### src/gat_cfg.svh
// ----------------------------------------------------------
// Build-time sizes for the GAT edge attention-score stage.
// Included by the packages and by modules that need defaults.
// ----------------------------------------------------------
`ifndef GAT_CFG_SVH
`define GAT_CFG_SVH

// ----------------------------------------------------------
// Data widths
// ----------------------------------------------------------
`define GAT_SCORE_W      16  // Signed fixed-point score and coefficient.
`define GAT_EDGE_W       12  // Edge id carried alongside each score.

// ----------------------------------------------------------
// Buffering
// ----------------------------------------------------------
`define GAT_FIFO_DEPTH   8   // Entries per score FIFO, a power of two.

// ----------------------------------------------------------
// Activation
// ----------------------------------------------------------
`define GAT_LRELU_SHIFT  3   // Negative slope is 1/2^shift.

`endif

### src/fifo_pkg.sv
// ----------------------------------------------------------
// Buffer status type shared by the score FIFOs, the
// combiner and the top level.
// ----------------------------------------------------------
package fifo_pkg;

  // ----------------------------------------------------------
  // Occupancy flags
  // ----------------------------------------------------------
  // All four flags are decoded from the pointer pair in the
  // FIFO and move as one bundle to whoever watches the buffer.
  typedef struct packed {
    logic empty;         // No entry held.
    logic almost_empty;  // Exactly one entry held.
    logic full;          // Every slot holds an entry.
    logic almost_full;   // One slot left free.
  } fifo_status_t;

endpackage

### src/attn_pkg.sv
// ----------------------------------------------------------
// Score and coefficient types for the edge attention stage.
// Import wherever scores or edge ids are handled.
// ----------------------------------------------------------
`include "gat_cfg.svh"

package attn_pkg;

  // ----------------------------------------------------------
  // Scalar types
  // ----------------------------------------------------------
  typedef logic signed [`GAT_SCORE_W-1:0] score_t;    // Fixed-point score.
  typedef logic        [`GAT_EDGE_W-1:0]  edge_id_t;  // Edge identifier.

  // ----------------------------------------------------------
  // Stream entries
  // ----------------------------------------------------------
  // Source-side entry, the edge id rides with its score so the
  // neighbor stream can stay a bare score.
  typedef struct packed {
    edge_id_t edge_id;  // Edge this score belongs to.
    score_t   score;    // Source-side partial score.
  } src_entry_t;

  // Result handed downstream after the activation.
  typedef struct packed {
    edge_id_t edge_id;  // Edge id copied from the source entry.
    score_t   coef;     // Saturated LeakyReLU of the summed score.
  } coef_entry_t;

  // Handy widths for sizing the FIFO instances.
  localparam int SRC_ENTRY_W = $bits(src_entry_t);
  localparam int SCORE_W     = $bits(score_t);

endpackage

### src/score_fifo.sv
// ----------------------------------------------------------
// Synchronous FIFO with a combinational head word and four
// occupancy flags. DEPTH must be a power of two.
// ----------------------------------------------------------
`include "gat_cfg.svh"

module score_fifo
  import fifo_pkg::*;
#(
  parameter int DATA_WIDTH = `GAT_SCORE_W,
  parameter int DEPTH      = `GAT_FIFO_DEPTH
)(
  input  logic                  clk,
  input  logic                  rst_n,

  input  logic                  wr,      // Write strobe, ignored when full.
  input  logic [DATA_WIDTH-1:0] din,
  input  logic                  rd,      // Read strobe, ignored when empty.
  output logic [DATA_WIDTH-1:0] dout,    // Head entry, valid while not empty.

  output fifo_status_t          status
);

  localparam int ADDR_W = $clog2(DEPTH);
  localparam int PTR_W  = ADDR_W + 1;    // Extra bit tells wrap laps apart.

  // ----------------------------------------------------------
  // Storage and pointers
  // ----------------------------------------------------------
  logic [DATA_WIDTH-1:0] mem [0:DEPTH-1];

  logic [PTR_W-1:0]  wr_ptr;
  logic [PTR_W-1:0]  rd_ptr;
  logic [ADDR_W-1:0] wr_addr;
  logic [ADDR_W-1:0] rd_addr;
  logic [PTR_W-1:0]  count;              // Entries currently held.
  logic              wr_en;
  logic              rd_en;

  assign wr_addr = wr_ptr[ADDR_W-1:0];
  assign rd_addr = rd_ptr[ADDR_W-1:0];
  assign count   = wr_ptr - rd_ptr;      // Modulo 2*DEPTH distance.

  // ----------------------------------------------------------
  // Flags
  // ----------------------------------------------------------
  // Full when the addresses meet on different laps, empty when
  // the pointers are identical.
  assign status.empty        = (wr_ptr == rd_ptr);
  assign status.full         = (wr_addr == rd_addr) &&
                               (wr_ptr[ADDR_W] != rd_ptr[ADDR_W]);
  assign status.almost_empty = (count == PTR_W'(1));
  assign status.almost_full  = (count == PTR_W'(DEPTH - 1));

  // Requests that actually take effect.
  assign wr_en = wr && !status.full;
  assign rd_en = rd && !status.empty;

  assign dout = mem[rd_addr];            // Head is read without a register.

  // ----------------------------------------------------------
  // Sequential logic
  // ----------------------------------------------------------
  always_ff @(posedge clk) begin
    if (wr_en) begin
      mem[wr_addr] <= din;
    end
  end

  always_ff @(posedge clk or negedge rst_n) begin
    if (!rst_n) begin
      wr_ptr <= '0;
    end else if (wr_en) begin
      wr_ptr <= wr_ptr + 1'b1;           // Natural wrap, depth is 2^ADDR_W.
    end
  end

  always_ff @(posedge clk or negedge rst_n) begin
    if (!rst_n) begin
      rd_ptr <= '0;
    end else if (rd_en) begin
      rd_ptr <= rd_ptr + 1'b1;
    end
  end

endmodule

### src/edge_score_combiner.sv
// ----------------------------------------------------------
// Pairs source and neighbor scores, applies LeakyReLU with
// saturation and registers one coefficient per pop.
// ----------------------------------------------------------
`include "gat_cfg.svh"

module edge_score_combiner
  import fifo_pkg::*;
  import attn_pkg::*;
(
  input  logic         clk,
  input  logic         rst_n,

  input  fifo_status_t src_status,
  input  fifo_status_t nbr_status,
  input  src_entry_t   src_head,     // Head of the source FIFO.
  input  score_t       nbr_head,     // Head of the neighbor FIFO.

  output logic         pop,          // Read strobe for both FIFOs.

  output logic         out_vld,
  output coef_entry_t  out_coef
);

  localparam int W = `GAT_SCORE_W;

  localparam score_t SCORE_MAX = {1'b0, {(W-1){1'b1}}};
  localparam score_t SCORE_MIN = {1'b1, {(W-1){1'b0}}};

  // ----------------------------------------------------------
  // Pairing
  // ----------------------------------------------------------
  // Both FIFOs fill in arrival order, so popping them together
  // keeps the k-th source entry lined up with the k-th score.
  assign pop = !src_status.empty && !nbr_status.empty;

  // ----------------------------------------------------------
  // Sum, activation and clamp
  // ----------------------------------------------------------
  logic signed [W:0] sum;            // One guard bit so the add cannot wrap.
  logic signed [W:0] lrelu;
  score_t            coef_sat;

  assign sum = {src_head.score[W-1], src_head.score} + {nbr_head[W-1], nbr_head};

  // Negative sums get the 1/2^shift slope, arithmetic shift keeps the sign.
  assign lrelu = sum[W] ? (sum >>> `GAT_LRELU_SHIFT) : sum;

  always_comb begin
    if (lrelu[W] != lrelu[W-1]) begin
      coef_sat = lrelu[W] ? SCORE_MIN : SCORE_MAX;  // Out of range, pin to a limit.
    end else begin
      coef_sat = lrelu[W-1:0];
    end
  end

  // ----------------------------------------------------------
  // Output register
  // ----------------------------------------------------------
  always_ff @(posedge clk or negedge rst_n) begin
    if (!rst_n) begin
      out_vld <= 1'b0;
    end else begin
      out_vld <= pop;                // One-cycle strobe per pop.
    end
  end

  // The coefficient only changes on a pop and is read under out_vld.
  always_ff @(posedge clk) begin
    if (pop) begin
      out_coef.edge_id <= src_head.edge_id;
      out_coef.coef    <= coef_sat;
    end
  end

endmodule

### src/attn_score_top.sv
// ----------------------------------------------------------
// Edge attention-score stage. Buffers both score streams and
// emits one LeakyReLU coefficient per matched edge.
// ----------------------------------------------------------
`include "gat_cfg.svh"

module attn_score_top
  import fifo_pkg::*;
  import attn_pkg::*;
(
  input  logic         clk,
  input  logic         rst_n,

  // Source-side stream, score tagged with its edge id.
  input  logic         src_wr,
  input  src_entry_t   src_in,

  // Neighbor-side stream, bare score in edge order.
  input  logic         nbr_wr,
  input  score_t       nbr_in,

  // Producers watch these for full before writing.
  output fifo_status_t src_status,
  output fifo_status_t nbr_status,

  output logic         out_vld,
  output coef_entry_t  out_coef
);

  // ----------------------------------------------------------
  // Internal wires
  // ----------------------------------------------------------
  src_entry_t src_head;
  score_t     nbr_head;
  logic       pop;                   // Shared read strobe.

  // ----------------------------------------------------------
  // Input buffers
  // ----------------------------------------------------------
  score_fifo #(
    .DATA_WIDTH (SRC_ENTRY_W),
    .DEPTH      (`GAT_FIFO_DEPTH)
  ) src_fifo0 (
    .clk    (clk),
    .rst_n  (rst_n),
    .wr     (src_wr),
    .din    (src_in),
    .rd     (pop),
    .dout   (src_head),
    .status (src_status)
  );

  score_fifo #(
    .DATA_WIDTH (SCORE_W),
    .DEPTH      (`GAT_FIFO_DEPTH)
  ) nbr_fifo0 (
    .clk    (clk),
    .rst_n  (rst_n),
    .wr     (nbr_wr),
    .din    (nbr_in),
    .rd     (pop),
    .dout   (nbr_head),
    .status (nbr_status)
  );

  // ----------------------------------------------------------
  // Combiner
  // ----------------------------------------------------------
  edge_score_combiner comb0 (
    .clk        (clk),
    .rst_n      (rst_n),
    .src_status (src_status),
    .nbr_status (nbr_status),
    .src_head   (src_head),
    .nbr_head   (nbr_head),
    .pop        (pop),
    .out_vld    (out_vld),
    .out_coef   (out_coef)
  );

endmodule

### config.mk
export PLATFORM = sky130hd
export DESIGN_NAME = attn_score_top
export DESIGN_NICKNAME = d
export VERILOG_FILES = /design/src/fifo_pkg.sv /design/src/attn_pkg.sv /design/src/score_fifo.sv /design/src/edge_score_combiner.sv /design/src/attn_score_top.sv
export VERILOG_INCLUDE_DIRS = /design/src
export SDC_FILE = /design/constraint.sdc
export NUM_CORES = 1
export LEC_CHECK = 0
export ABC_AREA = 0
export BUFFER_PORTS_ARGS = -buffer_cell sky130_fd_sc_hd__buf_4
export CAP_MARGIN = 20
export CELL_PAD_IN_SITES_DETAIL_PLACEMENT = 1
export CELL_PAD_IN_SITES_GLOBAL_PLACEMENT = 1
export CORE_MARGIN = 5
export CORE_UTILIZATION = 50
export DETAILED_ROUTE_END_ITERATION = 16
export GPL_ROUTABILITY_DRIVEN = 0
export PLACE_DENSITY_LB_ADDON = 0.2
export SYNTH_ARGS = -nofsm -noshare
export SYNTH_HDL_FRONTEND = slang
export SYNTH_HIERARCHICAL = 1
export SYNTH_SLANG_ARGS = --single-unit
### constraint.sdc
create_clock -name clk -period 5.9 [get_ports clk]
set_clock_uncertainty 0.2 [all_clocks]
set_input_delay 0.295 -clock clk [delete_from_list [all_inputs] [get_ports clk]]
set_output_delay 0.295 -clock clk [all_outputs]
set_load 0.005 [all_outputs]
Word level (Yosys, flattened, before mapping)
Memory sizes are Yosys's and may differ from the RTL's.
Index checks and enable logic that the tools add are counted.
- flip-flop bits (word level): 45
- bits in writable memories: 352
- input bits: 48
- output and inout port bits: 37
- word-level logic and storage cells: 45
- memories kept: 2
- memory list (name ; depth ; bits a word ; rd ports ; clocked after Yosys merged registers in ; wr ports ; line ; text):
    src_fifo0.mem ; 8 ; 28 ; 1 ; 0 ; 1 ; score_fifo.sv:30 ; logic [DATA_WIDTH-1:0] mem [0:DEPTH-1];
    nbr_fifo0.mem ; 8 ; 16 ; 1 ; 0 ; 1 ; score_fifo.sv:30 ;
- $add $sub $neg: 7
- eq/ne operators: 11
- multiplexer cells: 7
- reductions and logical operators: 11
- operators by type and width (kind ; number):
    2-to-1 mux 16 bit ; 2
    adder 16 x 16 -> 17 bit ; 1
    2-to-1 mux 17 bit ; 1
    adder 4 x 1 -> 4 bit, second input constant ; 4
    == test 4 x 1 -> 1 bit, second input constant ; 2
    == test 4 x 3 -> 1 bit, second input constant ; 2
    == test 4 bit ; 2
    subtractor 4 bit ; 2
    logical AND 1 bit ; 7
    == test 3 bit ; 2
    zero test 1 bit ; 4
    2-to-1 mux 1 bit ; 4
    inequality test 1 bit ; 3

Longest topological paths before layout
- depth in word-level cells: 6
- gate-level depth with buffers: 16
- depth with buffers taken out: 12

Cells and area by module
Netlist, hierarchy kept.
- by module, submodules not included (module ; times used ; cells each ; area an instance (µm²) ; sequential area each (µm²)):
    score_fifo at src_fifo0 ; 1 ; 445 ; 8977.4 ; 6926.6
    score_fifo at nbr_fifo0 ; 1 ; 280 ; 5373.9 ; 4043.9
    edge_score_combiner ; 1 ; 159 ; 1796.7 ; 865.8

Least setup slack after synthesis
OpenSTA, ideal clock, no wires.
- path kind: register -> register
- start: reg src_fifo0.rd_ptr[1]
- end: mem src_fifo0/mem[0][0] (netlist name) (enable)
- setup time: 0.484 ns
- data arrival time: 4.365 ns
- data required time: 5.216 ns
- slack: 0.851 ns
- stages on the path, launching flop included: 9
- path buffers: 3
- clock period less this slack: 5.049 ns
- path through: dfrtp_1 > clkbuf_1 > buf_2 > buf_2 > inv_1 > ha_1 > nand3_1 > o21ai_1 > nor4_1
- longest elaborated chain between the ends: 6
- RTL lines (what ; line ; text):
    start, declared ; score_fifo.sv:33 ; logic [PTR_W-1:0] rd_ptr;
    start signal, assigned ; score_fifo.sv:82 ; rd_ptr <= rd_ptr + 1'b1;
    == test 3 bit ; score_fifo.sv:50 ; assign status.full = (wr_addr == rd_addr) &&
    logical AND 1 bit ; score_fifo.sv:50 ;
    zero test 1 bit ; score_fifo.sv:56 ; assign wr_en = wr && !status.full;
    logical AND 1 bit ; score_fifo.sv:56 ;
    2-to-1 mux 1 bit ; score_fifo.sv:65 ; if (wr_en) begin
    2-to-1 mux 1 bit (not written as such) ; score_fifo.sv:66 ; mem[wr_addr] <= din;
    end, declared ; score_fifo.sv:30 ;
No other way between the ends.

Final worst setup path
- start: reg nbr_fifo0.rd_ptr[0]
- end: reg, netlist name comb0/out_coef[14]
- longest elaborated chain between the ends: 5
- elaborated cells between the ends (all ways): 6
- those cells by class: add/sub: 1; eq/ne: 1; mux: 3; memory: 1
- RTL lines (what ; line ; text):
    start, declared ; score_fifo.sv:33 ;
    start signal, assigned ; score_fifo.sv:82 ;
    memory (8 x 16 bit) * ; n/a ;
    net nbr_head[10] ; attn_score_top.sv:34 ; score_t nbr_head;
    adder 16 x 16 -> 17 bit * ; edge_score_combiner.sv:44 ; assign sum = {src_head.score[W-1], src_head.score} + {nbr_head[W-1], nbr_head};
    2-to-1 mux 17 bit * ; edge_score_combiner.sv:47 ; assign lrelu = sum[W] ? (sum >>> `GAT_LRELU_SHIFT) : sum;
    2-to-1 mux 16 bit or inequality test 1 bit (tied branches) ; edge_score_combiner.sv:51, edge_score_combiner.sv:50 ;
    2-to-1 mux 16 bit * ; edge_score_combiner.sv:50 ; if (lrelu[W] != lrelu[W-1]) begin
    net comb0.coef_sat[14] ; edge_score_combiner.sv:42 ; score_t coef_sat;
Mark *: on every way through the listed nets, which the timed path passes. The rest lies on a longest branch.
A chain may end at the register's enable or synchronous reset.

==> results.sh <==
export IMPL_final_common_cell="edfxtp_1"
export IMPL_drv_cap=0
export IMPL_drive_gt1_share_pct=26.2
export IMPL_p_leak_nw=6.74
export IMPL_synth_fa_ha_area_share_pct=2.39
export IMPL_nFillCells=2721
export IMPL_ys_warn_count=6
export IMPL_synth_compound_area_share_pct=3.40
export IMPL_ant_nets=0
export IMPL_syn_inst=884
export IMPL_synth_top_area_share_pct=70.7
export IMPL_fmax_mhz=226
export IMPL_r2r_cells=11
export IMPL_finalHoldViolCount=0
export IMPL_viasPerCell=5.74
export IMPL_core_area_sq_um=31700
export IMPL_clock_insertion_delay_worst_skew_ns=0.53
export IMPL_finalMaxSlewViolations=0
export IMPL_first_iter_violations=511
export IMPL_start_util_pct=50.9
export IMPL_cts_sinks=397
export IMPL_yosysTopAreaCell="edfxtp_1"
export IMPL_first_pass_iters=4
export IMPL_yosys_mux_area_fraction_pct=12.6
export IMPL_path_max_fanout=19
export IMPL_drt_wl_total_microns=36300
export IMPL_drc_errors=0
export IMPL_holdPathStages=1
export IMPL_post_cts_buffers=0
export IMPL_htreeDepth=2
export IMPL_r2r_start="nbr_fifo0/rd_ptr[0]"
export IMPL_die_area_sq_um=36000
export IMPL_synth_area_per_cell_sq_um=18.3
export IMPL_ir_drop_mv=0.318
export IMPL_min_period_ns=4.42
export IMPL_async_reset_ff_share_pct=4.28
export IMPL_cp_slowest_cell="dfrtp_2"
export IMPL_grt_remaining_overflow=0
export IMPL_cts_root_buf="clkbuf_16"
export IMPL_synth_edf_count=380
export IMPL_max_slew_margin_pct=36.9
export IMPL_insertedDiodeCount=0
export IMPL_wl_per_cell_microns=24.6
export IMPL_hold_path_class="reg -> reg"
export IMPL_synth_top_cells_by_area="edfxtp_1 71%, mux4_2 12%, nand2_1 3.5%"
export IMPL_grt_pass1_wl_microns=56700
export IMPL_worstPathCellList="buf_4 > mux4_2 > nand2_1 > nand2_1 > ha_1 > a21oi_1 > o21ai_1 > nor3_1 > a21oi_1 > or4b_4 > or2_2"
export IMPL_seq_area_sq_um=11800
export IMPL_startpoint_type="register"
export IMPL_synth_xor_area_share_pct=1.68
export IMPL_multiInputGateArea_sq_um=4160
export IMPL_crit_buf_inv=1
export IMPL_min_period_over_period_pct=74.9
export IMPL_yosysUniqueCellTypes=47
export IMPL_synth_cell_area_sq_um=16100
export IMPL_grt_setup_unrepaired="false"
export IMPL_ys_seq_area_share_pct=73.3
export IMPL_r2r_slack_ns=1.48
export IMPL_dp_slack_ns=1.44
export IMPL_io_buffers=84
export IMPL_crit_arrival_ns=4.50
export IMPL_area_growth_pct=19.3
export IMPL_die_h_microns=190
export IMPL_crit_end="comb0/out_coef[14]"
export IMPL_r2r_end="comb0/out_coef[14]"
export IMPL_power_density_nw_per_um2=627
export IMPL_ys_seq_elements=397
export IMPL_yosys_area_share_simple_pct=5.26
export IMPL_max_stage_delay_ns=0.79
export IMPL_dp_hpwl_microns=22000
export IMPL_required_ns=5.98
export IMPL_placementRows=65
export IMPL_final_cell_mix="380 x edfxtp_1, 149 x nand2_1, 112 x buf_4"
export IMPL_setup_ws_ns=1.48
export IMPL_syn_nets=961
export IMPL_cts_tree="built"
export IMPL_antenna_found_initial=0
export IMPL_setup_tns_ns=0
export IMPL_clk_path_buf_depth=3
export IMPL_grt_start_max_net_pins=35
export IMPL_critPathLaunch="nbr_fifo0/rd_ptr[0]"
export IMPL_finalSetupViolCount=0
export IMPL_io_pins=85
export IMPL_synth_top_family_by_area="multiplexers"
export IMPL_final_nets=1126
export IMPL_vias=8493
export IMPL_ys_flop_type="edfxtp_1"
export IMPL_dieWidth_microns=190
export IMPL_cts_inserted_buffers=41
export IMPL_status="completed"
export IMPL_cp_top_family="simple AND/OR/NAND/NOR gates"
export IMPL_grt_pass1_vias=9356
export IMPL_worst_slew_pin_slew_ns=0.945
export IMPL_crit_cells=11
export IMPL_end_kind="register"
export IMPL_crit_type="reg -> reg"
export IMPL_grt_use_total_pct=20.7
export IMPL_clkSlewWorstSetupHoldPaths_ns=0.06
timing repair:
action,4_1_cts,5_1_grt
hold endpoints to repair,371,0
setup endpoints to repair,0,0
hold buffers,48,0
gates resized for setup,0,0
worst min path at each step:
stage	from	end	slack (ns)
3_5_place_dp	rst_n	src_fifo0/wr_ptr[2]	-0.02
6_report	src_fifo0/wr_ptr[3]	src_fifo0/wr_ptr[3]	0.33
4_1_cts	src_in[11]	src_fifo0/mem[4][11]	0.32
5_1_grt	nbr_in[2]	nbr_fifo0/mem[7][2]	0.33
2_1_floorplan	rst_n	comb0/out_vld	-0.20
3_3_place_gp	rst_n	src_fifo0/rd_ptr[0]	-0.02
routing by layer:
layer,global-route usage (%),wire (microns)
met1,30.3,16300
met2,33.5,17700
met3,2.84,1590
met4,4.81,705
met5,0,0
area by class of cell:
cell class                      count  share of cell area, %
Sequential cell                   397                   61.5
Multi-Input combinational cell    435                   21.6
Timing Repair Buffer              160                   6.86
Clock inverter                     19                   1.50
Clock buffer                       52                   5.65
Tap cell                          402                   2.61
Inverter                           14                  0.273
synthesized netlist by cell type (2+ instances only):
cell type,instances
nor3_1,10
a2111oi_2,2
xnor2_1,18
nand4_1,6
o21a_1,3
and3_1,3
nand3_1,6
dfrtp_1,17
a21o_1,4
mux4_2,88
ha_1,26
buf_4,3
a21oi_1,22
clkbuf_1,19
nor4_1,2
buf_1,3
fa_1,3
o22a_1,11
o21ai_1,4
mux2_2,4
nor2_1,12
and3b_1,2
inv_1,13
a211oi_1,4
o31ai_1,2
a31oi_1,2
o211ai_1,9
edfxtp_1,380
buf_2,12
nand2_1,149
o21ai_0,13
xor2_1,13
or3_1,2
nand2b_1,4
sequential cells by signal (all words and copies together) (netlist names):
| register | cells |
|---|---|
| nbr_fifo0/wr_ptr | 4 |
| nbr_fifo0/rd_ptr | 4 |
| src_fifo0/rd_ptr | 4 |
| comb0/out_coef | 28 |
| comb0/out_vld | 1 |
| nbr_fifo0/mem | 128 |
| src_fifo0/wr_ptr | 4 |
| src_fifo0/mem | 224 |
per-stage QoR:
step / cell area (sq um) / hold WS [ns] / power [W] / std cells / utilization (%)
floorplan: 16100 / -0.201 / 0.00776 / 884 / -
global route: 19300 / 0.327 / 0.0128 / 1479 / 60.7
CTS: 19300 / 0.315 / 0.0122 / 1479 / 60.7
finish: 19300 / 0.330 / 0.0121 / 1479 / 60.7
global placement: 17400 / -0.0153 / 0.00927 / 1360 / 54.9
detailed placement: 17400 / -0.0195 / 0.00944 / 1360 / 54.9
logic make-up after synthesis:
group                      count (synthesis)
DFF                                      397
buffers and inverters                     52
muxes                                     92
adders and majority gates                 29
and+or+nand+nor                          201
AOI/OAI and AO/OA                         82
xor gates and xnor gates                  31
power breakdown:
| part | internal, W | total, W | switching (W) |
|---|---|---|---|
| clock | 0.00161 | 0.00264 | 0.00102 |
| combinational | 0.00219 | 0.00520 | 0.00301 |
| sequential | 0.00387 | 0.00424 | 0.000372 |
Note: power is estimated with default switching activity, not from simulation.
